**config.mk**
```make
export PLATFORM = sky130hd
export DESIGN_NAME = char_shifter_flat
export DESIGN_NICKNAME = d
export VERILOG_FILES = /design/src/common/video_pkg.sv /design/src/common/char_fetch_if.sv /design/src/char/char_shifter.sv /design/src/flat_wrapper.sv
export SDC_FILE = /design/constraint.sdc
export NUM_CORES = 1
export LEC_CHECK = 0
export BUFFER_PORTS_ARGS = -buffer_cell sky130_fd_sc_hd__buf_2
export CORE_UTILIZATION = 42
export DETAILED_ROUTE_END_ITERATION = 16
export HOLD_SLACK_MARGIN = 0.03
export PLACE_DENSITY = 0.66
export SLEW_MARGIN = 20
export SYNTH_ARGS = -nofsm -noshare
export SYNTH_HDL_FRONTEND = slang
export SYNTH_SLANG_ARGS = --single-unit
```
**constraint.sdc**
```tcl
create_clock -name clk -period 1.42 [get_ports clk]
set_input_delay 0.142 -clock clk [delete_from_list [all_inputs] [get_ports clk]]
set_output_delay 0.142 -clock clk [all_outputs]
set_load 0.005 [all_outputs]
```
**src/common/video_pkg.sv**
```systemverilog
// ==========================================================
// Video timing package
// Raster widths, flip bases, row-scroll slot and pixel format
// ==========================================================
`default_nettype none

package video_pkg;

    // 9-bit raster coordinate
    typedef logic [8:0] pos_t;

    // One bitplane row of a tile
    localparam int PLANE_W = 8;
    // Three planes per row in the pattern word
    localparam int GFX_W = 3 * PLANE_W;

    // 16-pixel horizontal slot used to read row scroll
    localparam logic [4:0] ROW_READ_SLOT = 5'd8;

    // Flip bases
    localparam pos_t V_FLIP_BASE   = 9'd223;
    localparam pos_t H_FLIP_OFFSET = 9'ha3;

    // Output pixel, MSB first
    typedef struct packed {
        logic       prio;
        logic [2:0] pal;
        logic [2:0] col;
    } pixel_t;

endpackage

`default_nettype wire

```
**src/common/char_fetch_if.sv**
```systemverilog
// ==========================================================
// Tile fetch link between control and pixel shifter
// ==========================================================
`timescale 1ns/1ns
`default_nettype none

interface char_fetch_if;
    import video_pkg::*;

    // Tile boundary strobe, one pixel-enable cycle wide
    logic             load;
    // Pattern data, plane 2 in the top byte
    logic [GFX_W-1:0] gfx;
    // Priority and palette of the next tile
    logic [3:0]       attr;
    // Screen flip level
    logic             flip;
    // Pixel enable
    logic             cen;

    modport ctrl (
        output load,
        output gfx,
        output attr,
        output flip,
        output cen
    );

    modport shift (
        input load,
        input gfx,
        input attr,
        input flip,
        input cen
    );

endinterface

`default_nettype wire

```
**src/char/char_shifter.sv**
```systemverilog
// ==========================================================
// Character pixel shifter
// Three bitplanes with a one-tile attribute delay
// ==========================================================
`timescale 1ns/1ns
`default_nettype none

module char_shifter (
    input  wire logic          clk,
    input  wire logic          rst,
    char_fetch_if.shift        fetch,
    output video_pkg::pixel_t  pxl
);
    import video_pkg::*;

    // Plane 2 in the top slot
    logic [2:0][PLANE_W-1:0] planes;
    logic [3:0]              attr_q;
    logic [2:0]              col;

    function automatic logic [PLANE_W-1:0] shift_plane(
        input logic [PLANE_W-1:0] d,
        input logic               rev
    );
        return rev ? d >> 1 : d << 1;
    endfunction

    always_ff @(posedge clk, posedge rst) begin
        if (rst) begin
            planes <= '0;
            attr_q <= '0;
        end else if (fetch.cen) begin
            if (fetch.load) begin
                planes <= fetch.gfx;
                // Attribute lines up with the tile now shifting
                attr_q <= fetch.attr;
            end else begin
                for (int p = 0; p < 3; p++) begin
                    planes[p] <= shift_plane(planes[p], fetch.flip);
                end
            end
        end
    end

    // Tap MSB normally, LSB when flipped
    always_comb begin
        for (int p = 0; p < 3; p++) begin
            col[p] = fetch.flip ? planes[p][0] : planes[p][PLANE_W-1];
        end
    end

    assign pxl.prio = attr_q[3];
    assign pxl.pal  = attr_q[2:0];
    assign pxl.col  = col;

endmodule

`default_nettype wire

```
**src/flat_wrapper.sv**
```systemverilog
// flat-port wrapper written by rule: the top's interface ports become plain ports
module char_shifter_flat import video_pkg::*;
  (clk, rst, pxl, fetch_load, fetch_gfx, fetch_attr, fetch_flip, fetch_cen);
  char_fetch_if fetch_i ();
  input  wire logic clk;
  input  wire logic rst;
  output video_pkg::pixel_t pxl;
  input wire logic [$bits(fetch_i.load)-1:0] fetch_load;
  input wire logic [$bits(fetch_i.gfx)-1:0] fetch_gfx;
  input wire logic [$bits(fetch_i.attr)-1:0] fetch_attr;
  input wire logic [$bits(fetch_i.flip)-1:0] fetch_flip;
  input wire logic [$bits(fetch_i.cen)-1:0] fetch_cen;
  assign fetch_i.load = fetch_load;
  assign fetch_i.gfx = fetch_gfx;
  assign fetch_i.attr = fetch_attr;
  assign fetch_i.flip = fetch_flip;
  assign fetch_i.cen = fetch_cen;
  char_shifter u_core (.clk(clk), .rst(rst), .fetch(fetch_i), .pxl(pxl));
endmodule
```
# ---- Yosys cells after proc, flatten, opt, wreduce, memory -nomap -nowiden
# Cells that the tools add are included.
# Widths: inputs -> output; s select.
dict set report word_totals {
  reg_bits 28
  in_bits 33
  output_inout_bits 7
  wordCells 12
}
dict set report classes {
  n_mux 7
  n_reduce_logical 1
}
# cell n
set ops {}
lappend ops {{$mux 24} 1}
lappend ops {{$mux 8} 3}
lappend ops {{$mux 1} 3}
lappend ops {{$reduce_and 2->1} 1}

# ---- Logic depth before layout (Yosys ltp)
dict set report logic_depth {
  ltp_word 2
  depth_mapped 4
  mapped_depth_nobuf 2
}

# ---- Worst setup path after synthesis
# No wires, ideal clock.
dict set report synth_timing {
  path_kind {input to register}
  start {in fetch_flip}
  end {reg u_core.planes[13] (netlist bit)}
  setup_ns 0.126
  arrival_ns 0.967
  t_required_ns 1.294
  path_slack_ns 0.326
  path_stages 4
  n_path_buf 2
  path_cell_list {buf_6 buf_12 mux2_4 a221o_1}
}
dict set report synth_between {
  elab_chain_cells 2
}
# element line_no
set synth_rtl {}
lappend synth_rtl {{start, declared} flat_wrapper.sv:11} ;# input wire logic [$bits(fetch_i.flip)-1:0] fetch_flip;
lappend synth_rtl {{$mux 8} char_shifter.sv:25} ;# return rev ? d >> 1 : d << 1;
lappend synth_rtl {{$mux 24} char_shifter.sv:33} ;# if (fetch.load) begin
lappend synth_rtl {{end signal, assigned} char_shifter.sv:34} ;# planes <= fetch.gfx;
lappend synth_rtl {{end signal, assigned by index} char_shifter.sv:39} ;# planes[p] <= shift_plane(planes[p], fetch.flip);
lappend synth_rtl {{end, declared} char_shifter.sv:17} ;# logic [2:0][PLANE_W-1:0] planes;
# Every way passes these cells.
# A chain may end at the register's enable or synchronous reset.

==> flow_summary_export.csv <==
group,metric,value,unit
outcome,status,"complete, no violations",
critical_path,startpoint,"fetch_flip",
grt,gr-usage-met3,4.56,%
grt,antenna_found_initial,0,
pwr,powerDensity,1090,nW/µm²
clock_tree,clk_latency,0.27,ns
critical_path,reg2regPathDepth,2,
grt,grt-busiest-layer,"met2",
flow_run,drv_cap,0,
floorplanning,start_util,45.0,%
timing,hold_viol,0,
grt,grt_pass1_vias,1152,
timing,tightest_slew,0.761,ns
synthesis,syn-num-nets,161,
floorplanning,rows,21,
critical_path,crit_end,"pxl[1]",
critical_path,cp_common_cell,"buf_2",
synthesis,synthCells,128,
synthesis,ys_ff_latch,28,
timing,drv_slew,0,
synthesis,synthArstFlopShare,100,%
grt,grt_pass1_wl,5.57,mm
final_layout,fin_nets,205,
clock_tree,cts_buffers,3,
detailed_routing,drtIter0Drc,65,
detailed_routing,drc_errors,0,
critical_path,regToRegEndpoint,"u_core.planes[4]",
worst_hold_path,hold_path_class,"primary input to register",
timing,clock_skew,0.00502,ns
critical_path,crit_chain,"buf_2 -> buf_12 -> mux2_2 -> buf_2",
floorplanning,die_height,62.8,µm
timing,relSlewSlack,49.2,%
placement,hpwl,2.36,mm
synthesis,syn_area,1550,µm²
clock_tree,post-cts-setup-buffers,0,
critical_path,path_buf_inv,3,
final_layout,drive_gt1_share,45.6,%
synthesis,yosysUniqueCellTypes,19,
placement,gp_congestion,0.783,
floorplanning,io_pins,40,
clock_tree,cts_tree,"done",
detailed_routing,wl_per_cell,15.0,µm
clock_tree,clkTransAtPathRegs,0.10,ns
synthesis,synth-seq-area-share,45.2,%
grt,use_met2,29.2,%
critical_path,critical_path_class,"primary input to output port",
critical_path,r2r_setup_slack,0.33,ns
detailed_routing,wl,3.26,mm
critical_path,critPathMaxFanout,16,
detailed_routing,first_pass_iters,4,
critical_path,cp-end-kind,"output port",
grt,grt_max_degree,29,
grt,grt_use_met1,24.4,%
synthesis,ys.warnings.count,0,
critical_path,worst_ep_required_time,1.28,ns
timing,fin_crit_sh,88.7,%
grt,grtUsageTotal,18.0,%
floorplanning,die_area,3940,µm²
timing,setup_viol_count_final,0,
synthesis,synth-edff-count,0,
timing,holdWs,0.0890,ns
floorplanning,die_x,62.8,µm
floorplanning,placeableCoreArea,3440,µm²
critical_path,worstReg2RegStart,"u_core.planes[3]",
detailed_routing,vias_per_cell,5.28,
critical_path,critical_path_depth,4,
synthesis,ys.flop_type,"dfrtp_1",
timing,min_period,1.26,ns
grt,gr-total-overflow,0,
critical_path,start_kind,"primary input",
critical_path,cp_top_family,"buffers and inverters",
synthesis,avgSynthCellArea,12.1,µm²
pwr,power.leakage,0.908,nW
timing,fmax,794,MHz
final_layout,antennaDiodeCount,0,
pwr,peakVddDrop,0.000554,V
final_layout,syn_to_final_growth,22.8,%
critical_path,crit_arrival,1.12,ns
timing,fin_tns_setup,0,ns
clock_tree,clock_sinks,28,
clock_tree,h-tree-depth,1,
detailed_routing,via_count,1146,
detailed_routing,antenna_left,0,
placement,port-buffer-count,39,
clock_tree,cts_root_buffer,"clkbuf_8",
critical_path,crit_slowest_cell,"buf_2",
clock_tree,clockBufferDepth,2,
timing,grt_setup_unrepaired,"no",
critical_path,critPathMaxStageDelay,0.33,ns
## layout make-up
class | count | area [µm²]
Inverter | 1 | 3.75
Timing Repair Buffer | 50 | 305
Sequential cell | 28 | 701
Multi-Input combinational cell | 88 | 766
Clock buffer | 3 | 41.3
Fill cell | 324 | 1540
Clock inverter | 1 | 30.0
Tap cell | 46 | 57.6
## synthesized netlist by cell type (2+ instances only)
| library cell | number | share of area [%] |
|---|---|---|
| nor2b_1 | 18 | 7.3 |
| or3b_1 | 3 | 1.7 |
| buf_2 | 6 | 1.9 |
| a221o_1 | 17 | 11 |
| mux2_2 | 14 | 10 |
| nor2_1 | 6 | 1.5 |
| nand2_1 | 6 | 1.5 |
| mux2_4 | 11 | 11 |
| nand3b_1 | 3 | 1.5 |
| a31oi_1 | 6 | 2.4 |
| buf_6 | 2 | 1.5 |
| dfrtp_1 | 28 | 45 |
| clkbuf_1 | 2 | 0.48 |
## cell families (layout without fill, tap and decap cells)
kind of cell / Yosys count / after routing / synth area share, %
and+or+nand+nor: 39 / 39 / 14.6
DFF: 28 / 28 / 45.2
muxes: 25 / 25 / 20.8
AOI/OAI and AO/OA: 24 / 24 / 14.0
buffers and inverters: 12 / 55 / 5.41
## worst register-to-register path: cells and delay by family, from the launching register on
| family | cells | cell delay [ns] |
|---|---|---|
| AOI/OAI and AO/OA | 1 | 0.29 |
| muxes | 1 | 0.27 |
| DFF | 1 | 0.42 |
## per-layer routing
layer	vias up	part of all wire, %
met1	561	47
met2	24	48
met4	0	0.55
met3	2	3.9
li1	559	-
met5	-	0
## registers in the layout, indices dropped and copies added (netlist names)
| name | count |
|---|---|
| u_core.attr_q | 4 |
| u_core.planes | 24 |
## through the flow
step,worst slack (ns),util [%],cell area [µm²],total power [mW],cells
floorplan,0.326,-,1550,1.31,128
global placement,0.0654,53.0,1820,1.44,212
detailed placement,-0.00142,53.0,1820,1.46,212
CTS,0.159,55.3,1900,2.09,217
global route,0.109,55.3,1900,2.18,217
finish,0.160,55.3,1900,2.07,217
## what timing repair did
item,4_1_cts,5_1_grt
hold endpoints to repair,28,0
hold buffers,1,0
resized for setup,0,0
## worst min-delay path by stage
| stage | to | slack [ns] | depth (start not counted) | from |
|---|---|---|---|---|
| final | u_core.planes[19] | 0.09 | 2 | fetch_gfx[19] |
| after global routing | u_core.planes[22] | 0.08 | 2 | fetch_gfx[22] |
| after CTS | u_core.attr_q[1] | 0.08 | 2 | fetch_attr[1] |
| after detailed placement | u_core.attr_q[1] | 0.23 | 3 | rst |
| after global placement | u_core.attr_q[0] | 0.22 | 3 | rst |
| after floorplan | u_core.attr_q[0] | 0.21 | 1 | rst |
## power breakdown
group	switching [mW]	internal [mW]
clock network	0.249	0.377
registers	0.0812	0.904
logic	0.167	0.293
## cell usage in the layout, fill, tap and decap left out
| master | Yosys | routed |
|---|---|---|
| a211o_1 | 1 | 1 |
| a31oi_1 | 6 | 6 |
| and3_1 | 1 | 1 |
| clkbuf_8 | 0 | 3 |
| buf_4 | 0 | 8 |
| buf_2 | 6 | 39 |
| and2_1 | 1 | 1 |
| mux2_4 | 11 | 11 |
| nor2b_1 | 18 | 18 |
| and2b_1 | 1 | 1 |
| bufinv_16 | 0 | 1 |
| dlygate4sd3_1 | 0 | 1 |
| mux2_2 | 14 | 14 |
| nor2_1 | 6 | 6 |
| nand3b_1 | 3 | 3 |
| or3b_1 | 3 | 3 |
| nand2_1 | 6 | 6 |
| a221o_1 | 17 | 17 |
| inv_1 | 1 | 1 |
| buf_12 | 1 | 2 |
| dfrtp_1 | 28 | 28 |
No activity file was read; power rests on OpenSTA's default activity.
