### src/common/video_pkg.sv
// ==========================================================
// Video timing package
// Raster widths, flip bases, row-scroll slot and pixel format
// ==========================================================
`default_nettype none

package video_pkg;

    // 9-bit raster coordinate
    typedef logic [8:0] pos_t;

    // One bitplane row of a tile
    localparam int PLANE_W = 8;
    // Three planes per row in the pattern word
    localparam int GFX_W = 3 * PLANE_W;

    // 16-pixel horizontal slot used to read row scroll
    localparam logic [4:0] ROW_READ_SLOT = 5'd8;

    // Flip bases
    localparam pos_t V_FLIP_BASE   = 9'd223;
    localparam pos_t H_FLIP_OFFSET = 9'ha3;

    // Output pixel, MSB first
    typedef struct packed {
        logic       prio;
        logic [2:0] pal;
        logic [2:0] col;
    } pixel_t;

endpackage

`default_nettype wire

### src/common/char_pkg.sv
// ==========================================================
// Character layer package
// Tile map entry, board model encodings and scroll word
// ==========================================================
`default_nettype none

package char_pkg;

    // Board model, picks entry and scroll layout
    typedef enum logic {
        MODEL_A,
        MODEL_B
    } model_e;

    // Tile map word address width
    localparam int MAP_AW = 11;

    // One tile map entry
    typedef logic [15:0] map_word_t;

    // Row-scroll value from the scroll table
    typedef logic [9:0] scroll_t;

    // Tile code width, 9 bits on the alternate encoding
    localparam int CODE_W = 9;

    // Scroll table sits at the top of the map
    localparam logic [4:0] SCROLL_ROW_BASE = 5'h1f;

    // Games with the alternate entry encoding (late model only)
    localparam logic [2:0][7:0] ALT_GAME_IDS = {
        8'h1b,
        8'h1c,
        8'h14
    };

endpackage

`default_nettype wire

### src/common/char_fetch_if.sv
// ==========================================================
// Tile fetch link between control and pixel shifter
// ==========================================================
`timescale 1ns/1ns
`default_nettype none

interface char_fetch_if;
    import video_pkg::*;

    // Tile boundary strobe, one pixel-enable cycle wide
    logic             load;
    // Pattern data, plane 2 in the top byte
    logic [GFX_W-1:0] gfx;
    // Priority and palette of the next tile
    logic [3:0]       attr;
    // Screen flip level
    logic             flip;
    // Pixel enable
    logic             cen;

    modport ctrl (
        output load,
        output gfx,
        output attr,
        output flip,
        output cen
    );

    modport shift (
        input load,
        input gfx,
        input attr,
        input flip,
        input cen
    );

endinterface

`default_nettype wire

### src/char/char_ctrl.sv
// ==========================================================
// Character layer control
// Flip, map scan, row-scroll latch, tile code and attribute
// ==========================================================
`timescale 1ns/1ns
`default_nettype none

module char_ctrl #(
    parameter char_pkg::model_e MODEL = char_pkg::MODEL_A
) (
    input  wire logic                          clk,
    input  wire logic                          rst,
    input  wire logic                          pxl_cen,
    input  wire logic [7:0]                    game_id,
    input  wire logic                          flip,
    input  wire video_pkg::pos_t               hdump,
    input  wire video_pkg::pos_t               vrender,
    // Tile map scan
    output logic [char_pkg::MAP_AW-1:0]        scan_addr,
    input  wire char_pkg::map_word_t           scan_word,
    // Pattern memory
    output logic [char_pkg::CODE_W+3:0]        char_addr,
    input  wire logic [video_pkg::GFX_W-1:0]   char_data,
    // Scroll values
    output char_pkg::scroll_t                  rowscr1,
    output char_pkg::scroll_t                  rowscr2,
    output logic                               altscr1,
    output logic                               altscr2,
    output logic                               scr_start,
    // Game decode
    output logic                               alt_en,
    output logic                               alt_objbank,
    char_fetch_if.ctrl                         fetch
);
    import video_pkg::*;
    import char_pkg::*;

    localparam logic IS_B = (MODEL == MODEL_B);

    pos_t              vf;
    pos_t              hf;
    logic              row_slot;
    logic              load;
    logic              alt_id;
    logic [CODE_W-1:0] code;
    logic [3:0]        attr_nx;

    // Flipped raster position
    always_ff @(posedge clk) begin
        vf <= flip ? V_FLIP_BASE - vrender : vrender;
        hf <= flip ? H_FLIP_OFFSET - hdump : hdump;
    end

    assign row_slot  = hdump[8:4] == ROW_READ_SLOT;
    // Scroll start window, slot after the row read
    assign scr_start = hdump[8:4] == ROW_READ_SLOT + 5'd1;

    // Map scan, two tiles ahead of the beam
    always_comb begin
        scan_addr = {vf[7:3], hf[8:3] + 6'd2};
        // Row read slot looks into the scroll table
        if (row_slot) begin
            scan_addr = IS_B ? {SCROLL_ROW_BASE, hdump[3], vf[7:3]}
                             : {SCROLL_ROW_BASE, vf[7:3], hdump[3]};
        end
    end

    // Row-scroll words, first half then second half of slot
    always_ff @(posedge clk, posedge rst) begin
        if (rst) begin
            rowscr1 <= '0;
            rowscr2 <= '0;
            altscr1 <= 1'b0;
            altscr2 <= 1'b0;
        end else if (row_slot) begin
            if (!hdump[3]) begin
                rowscr1 <= scan_word[9:0];
                altscr1 <= IS_B & scan_word[15];
            end else begin
                rowscr2 <= scan_word[9:0];
                altscr2 <= IS_B & scan_word[15];
            end
        end
    end

    // Game id match
    always_comb begin
        alt_id = 1'b0;
        for (int i = 0; i < $size(ALT_GAME_IDS); i++) begin
            if (game_id == ALT_GAME_IDS[i]) begin
                alt_id = 1'b1;
            end
        end
    end

    always_ff @(posedge clk, posedge rst) begin
        if (rst) begin
            alt_en      <= 1'b0;
            alt_objbank <= 1'b0;
        end else begin
            alt_en      <= IS_B && alt_id;
            alt_objbank <= IS_B && game_id[4];
        end
    end

    // Last pixel of a tile in raster order
    assign load = pxl_cen && hdump[2:0] == 3'b111;

    // Code and next attribute from the map entry
    always_ff @(posedge clk, posedge rst) begin
        if (rst) begin
            code    <= '0;
            attr_nx <= '0;
        end else if (load) begin
            code <= (IS_B && alt_en) ? scan_word[8:0] : {1'b0, scan_word[7:0]};
            if (!IS_B) begin
                attr_nx <= scan_word[11:8];
            end else if (alt_en) begin
                attr_nx <= {scan_word[15], scan_word[10:8]};
            end else begin
                // Most late-model games
                attr_nx <= {scan_word[15], scan_word[11:9]};
            end
        end
    end

    // Pattern row address, 16-bit words
    assign char_addr = {code, vf[2:0], 1'b0};

    assign fetch.load = load;
    assign fetch.gfx  = char_data;
    assign fetch.attr = attr_nx;
    assign fetch.flip = flip;
    assign fetch.cen  = pxl_cen;

endmodule

`default_nettype wire

### src/flat_wrapper.sv
// flat-port wrapper written by rule: the top's interface ports become plain ports
module char_ctrl_flat import video_pkg::*; import char_pkg::*;
#(
    parameter char_pkg::model_e MODEL = char_pkg::MODEL_A
)
  (clk, rst, pxl_cen, game_id, flip, hdump, vrender, scan_addr, scan_word, char_addr, char_data, rowscr1, rowscr2, altscr1, altscr2, scr_start, alt_en, alt_objbank, fetch_load, fetch_gfx, fetch_attr, fetch_flip, fetch_cen);
  char_fetch_if fetch_i ();
  input  wire logic clk;
  input  wire logic rst;
  input  wire logic pxl_cen;
  input  wire logic [7:0] game_id;
  input  wire logic flip;
  input  wire video_pkg::pos_t hdump;
  input  wire video_pkg::pos_t vrender;
  output logic [char_pkg::MAP_AW-1:0] scan_addr;
  input  wire char_pkg::map_word_t scan_word;
  output logic [char_pkg::CODE_W+3:0] char_addr;
  input  wire logic [video_pkg::GFX_W-1:0] char_data;
  output char_pkg::scroll_t rowscr1;
  output char_pkg::scroll_t rowscr2;
  output logic altscr1;
  output logic altscr2;
  output logic scr_start;
  output logic alt_en;
  output logic alt_objbank;
  output wire logic [$bits(fetch_i.load)-1:0] fetch_load;
  output wire logic [$bits(fetch_i.gfx)-1:0] fetch_gfx;
  output wire logic [$bits(fetch_i.attr)-1:0] fetch_attr;
  output wire logic [$bits(fetch_i.flip)-1:0] fetch_flip;
  output wire logic [$bits(fetch_i.cen)-1:0] fetch_cen;
  assign fetch_load = fetch_i.load;
  assign fetch_gfx = fetch_i.gfx;
  assign fetch_attr = fetch_i.attr;
  assign fetch_flip = fetch_i.flip;
  assign fetch_cen = fetch_i.cen;
  char_ctrl #(.MODEL(MODEL)) u_core (.clk(clk), .rst(rst), .pxl_cen(pxl_cen), .game_id(game_id), .flip(flip), .hdump(hdump), .vrender(vrender), .scan_addr(scan_addr), .scan_word(scan_word), .char_addr(char_addr), .char_data(char_data), .rowscr1(rowscr1), .rowscr2(rowscr2), .altscr1(altscr1), .altscr2(altscr2), .scr_start(scr_start), .alt_en(alt_en), .alt_objbank(alt_objbank), .fetch(fetch_i));
endmodule
### config.mk
export PLATFORM = sky130hd
export DESIGN_NAME = char_ctrl_flat
export DESIGN_NICKNAME = d
export VERILOG_FILES = /design/src/common/video_pkg.sv /design/src/common/char_pkg.sv /design/src/common/char_fetch_if.sv /design/src/char/char_ctrl.sv /design/src/flat_wrapper.sv
export SDC_FILE = /design/constraint.sdc
export NUM_CORES = 1
export LEC_CHECK = 0
export BUFFER_PORTS_ARGS = -buffer_cell sky130_fd_sc_hd__buf_2
export CORE_MARGIN = 4
export CORE_UTILIZATION = 30
export CTS_BUF_LIST = sky130_fd_sc_hd__clkbuf_16
export CTS_CLUSTER_SIZE = 28
export DETAILED_ROUTE_END_ITERATION = 12
export PLACE_DENSITY_LB_ADDON = 0.15
export REMOVE_ABC_BUFFERS = 1
export SLEW_MARGIN = 20
export SYNTH_ARGS = -nofsm -noshare
export SYNTH_HDL_FRONTEND = slang
export SYNTH_SLANG_ARGS = --single-unit
### constraint.sdc
create_clock -name clk -period 2.6 [get_ports clk]
set_clock_uncertainty 0.2 [all_clocks]
set_input_delay 0.52 -clock clk [delete_from_list [all_inputs] [get_ports clk]]
set_output_delay 0.52 -clock clk [all_outputs]
set_load 0.05 [all_outputs]
# Word level (Yosys, flattened, before mapping)
# Index checks and enable logic that the tools add are counted.
# totals
reg_bits	49
inputBits	70
out_inout_bits	80
# classes
n_addsub	3
n_eq_ne	3
n_mux	3
bitwise	1
reduce_logical	3
# op_table
cell	count
$mux 11	1
$eq 5x4->1 const B	2
$mux 9	1
$sub 8x9->9 const A	1
$mux 8	1
$sub 8x8->8 const A	1
$add 6x2->6 const B	1
$reduce_and 2->1	2
$eq 3x3->1 const B	1
$logic_and 1x1->1	1
$not 1->1	1

# Logic depth before layout (Yosys ltp)
# logic_depth
depth_word	2
ltp_mapped	6

# Least setup slack after synthesis
# OpenSTA, ideal clock, no wires.
# synth_path
path_kind	input to output
from	input hdump[7]
to	output scan_addr[3] (netlist bit)
arrival_time_ns	2.218
slack_ns	-0.338
stages	5
path_buffers	2
cell_sequence	nor4b_2 and2_1 buf_4 buf_2 o21ai_0
# synth_via
elab_chain_len	2
# synth_rtl
element	line_no	rtl
start: declaration	flat_wrapper.sv:13	input wire video_pkg::pos_t hdump;
$eq 5x4->1	char_ctrl.sv:54	assign row_slot = hdump[8:4] == ROW_READ_SLOT;
$mux 11	char_ctrl.sv:62	if (row_slot) begin
end: declaration	flat_wrapper.sv:15	output logic [char_pkg::MAP_AW-1:0] scan_addr;
# No other way between the ends.

# Final worst setup path
# layout_path
from	input hdump[6]
to	output scan_addr[1] (netlist bit)
# Same word-level chain as after synthesis.

==> key figures <==
STA
  • Slew headroom: 0.656
  • Setup Viol. Count Final: 0
  • Max Slew Vio Count: 0
  • Final Critical Period: between 2 and 2.5 ns
  • Unrepaired setup endpoints after global routing: false
  • Least-Margin Pin Slew: 0.514 ns
  • Final hold vios: 0
  • Hold_ws: between 0.1 and 0.15 ns
  • Maximum clock rate: 408 MHz
  • Final Cycle Share: 0.943

Cells and area
  • Layout fillers: approximately 740
  • Area Growth Syn to Fin: 22.2%
  • Most frequent cells in the layout: 80 x buf_2, 42 x nand2_1, 32 x dfrtp_1, 14 x dfxtp_1, 12 x mux2_2
  • Post-route insts no fill: about 360
  • N_diodes: 0
  • NumNets Final: 337
  • Fin util: 0.384
  • Commonest non-fill, non-tap cell in the layout: buf_2
  • Share of cells above drive strength 1: 0.472

Route
  • Antenna-violating nets left: 0
  • Router iterations before antenna repair: 4
  • Via density: 4.06
  • Routed length per instance: 14.8 µm
  • Final wirelength: approximately 5300 µm
  • Routed via count: between 1,000 and 1,500
  • # DRC: 0
  • Starting DRC count in detailed routing: 33

Die
  • Die height: 93.1 µm
  • Core Box Area: 6910 µm²
  • DIE WIDTH: 93.1 µm
  • Starting Density: 0.315
  • Ports: 150
  • DIE AREA: a little under 9000 µm²
  • Number of core rows: 30

CTS
  • CTS Buf Count: 5
  • Clock latency on the worst-skew pair: 0.27 ns
  • Root Driver: clkbuf_16
  • CTS tree: yes
  • Hold buffer count at CTS: 0
  • Clk buf depth: 2
  • Sink Count: 46
  • Clk pin slew, worst setup/hold paths: about 0.060 ns
  • H-tree depth: 2

Logic synthesis
  • Syn_area_per_cell: 10.7 µm²
  • Mapped Cells: 203
  • Warnings from Yosys: 0
  • Synth area leaders: dfrtp_1 37%, dfxtp_1 13%, buf_4 12%, nand2_1 7.3%, mux2_4 6.2%
  • Mapped Area: 2170 µm²
  • Share of the synthesized area in the top cell type: 0.368
  • Seq cells post-synth: 46
  • Register area share after synthesis: 0.497
  • Synth unique cells: 31
  • Post-synth top area cell: dfrtp_1

Power
  • Power Density: 903 nW/µm²
  • Post-layout total power: 2.40 mW
  • Leak: 1.44 nW
  • Peak supply drop: 0.000482 V

Critical path
  • CP required: between 1.5 and 2 ns
  • R2r worst-path depth: 1
  • Crit Path Class: in -> out
  • CP max FO: 11
  • CP Launch Type: input pin
  • Worst Path Arrival: 1.73 ns
  • Worst Setup End Kind: output port

Placed design
  • Dpl hpwl: between 4000 and 5000 µm
  • Placed Instances: 353
  • IO buf count: 82
  • Routability Congestion: 0.706

Global routing
  • Initial antenna violation count: 0
  • Pin count of the biggest net entering global routing: 33
  • GRT overflow: 0
  • First-pass GRT wire length: 7940 µm
  • Vias in the first global route: 1,471
  • Global-route usage over all layers: 0.123

Min path
  • Min-delay worst type: in -> async

Run status
  • Outcome: complete, no violations

Job
  • Max Cap Viol: 0
## worst paths after layout
path	slack (ns)	end	startpoint
max	0.15	scan_addr[1]	hdump[6]
min	0.12	u_core.rowscr2[4]$_DFFE_PP0P_	rst
max reg2reg	1.65	u_core.rowscr2[7]$_DFFE_PP0P_	u_core.rowscr2[7]$_DFFE_PP0P_
min reg2reg	0.27	u_core.code[5]$_DFFE_PP0P_	u_core.code[5]$_DFFE_PP0P_
max in group asynchronous	1.79	u_core.code[1]$_DFFE_PP0P_	rst
min in group clk	0.17	u_core.vf[5]$_DFF_P_	vrender[5]
## worst max-delay path: stages
cell and delay, ns:
buf_2 0.13, nor4b_2 0.29, and2_4 0.20, buf_4 0.16
mux2i_1 0.19, clkbuf_4 0.25
## through the flow
stage | instance area, µm² | worst slack, ns | setup TNS (ns)
6_report | 2660 | 0.147 | 0
3_3_place_gp | 2480 | 0.0929 | 0
2_1_floorplan | 1890 | -0.217 | -1.00
3_5_place_dp | 2480 | 0.0795 | 0
5_1_grt | 2660 | 0.0472 | 0
4_1_cts | 2650 | 0.0647 | 0
## registers in the layout, summed over array words and instances, names as in the netlist
register	count
u_core.code	8
u_core.fetch.attr	4
u_core.hf	6
u_core.rowscr1	10
u_core.rowscr2	10
u_core.vf	8
## where the power goes
group | internal [mW] | total, mW | leakage [nW] | switching, mW
combinational | 0.214 | 0.825 | 0.827 | 0.611
clock | 0.446 | 0.684 | 0.0864 | 0.238
sequential | 0.831 | 0.889 | 0.525 | 0.0585
## per-layer routing
layer  vias to the layer above  global-route usage  wire length (µm)
met5                         -              0.0705                44
met4                         2              0.0330                27
met3                         4              0.0869               804
met2                        93               0.163              2140
met1                       642               0.152              2310
li1                        723                   -                 -
## final cells by class
type,instances,area [µm²],area share
timing repair buffer,90,475,0.179
sequential,46,1080,0.407
multi-input combinational,114,790,0.297
tap,96,120,0.0452
clock buffer,5,125,0.0471
inverter,7,26.3,0.00990
clock inverter,3,37.5,0.0141
## kinds of logic (layout without fill, tap and decap cells)
| kind of cell | count (synthesis) | count (layout) | share of synthesized area |
|---|---|---|---|
| simple gates | 60 | 60 | 0.125 |
| buf+inv | 48 | 105 | 0.149 |
| flops | 46 | 46 | 0.497 |
| mux | 22 | 22 | 0.129 |
| xor+xnor | 14 | 14 | 0.0564 |
| compound gates | 9 | 9 | 0.0242 |
| fa+ha+maj | 3 | 3 | 0.0173 |
| other cells | 1 | 6 | 0.00173 |
## synth_stat cells
cell type	n
buf_2	1
nand2b_1	1
nor4b_2	1
nand3_1	3
a21oi_1	1
nand4_1	1
o31ai_1	1
xnor2_1	7
a21boi_0	1
xor2_1	7
clkbuf_1	2
dfrtp_1	32
nand2_2	1
o21ai_0	5
mux2_4	9
buf_4	36
conb_1	1
buf_1	1
buf_6	1
inv_1	7
nor2b_1	1
nand2_1	42
nor2_1	2
mux2i_1	1
o211ai_1	1
and2_1	2
nand3b_1	1
ha_1	3
or2_2	5
mux2_2	12
dfxtp_1	14
## what timing repair did
action	4_1_cts	5_1_grt
endpoints found under the setup margin	0	2
setup buffers	0	0
resized for setup	0	4
Note: power is estimated with default switching activity, not from simulation.
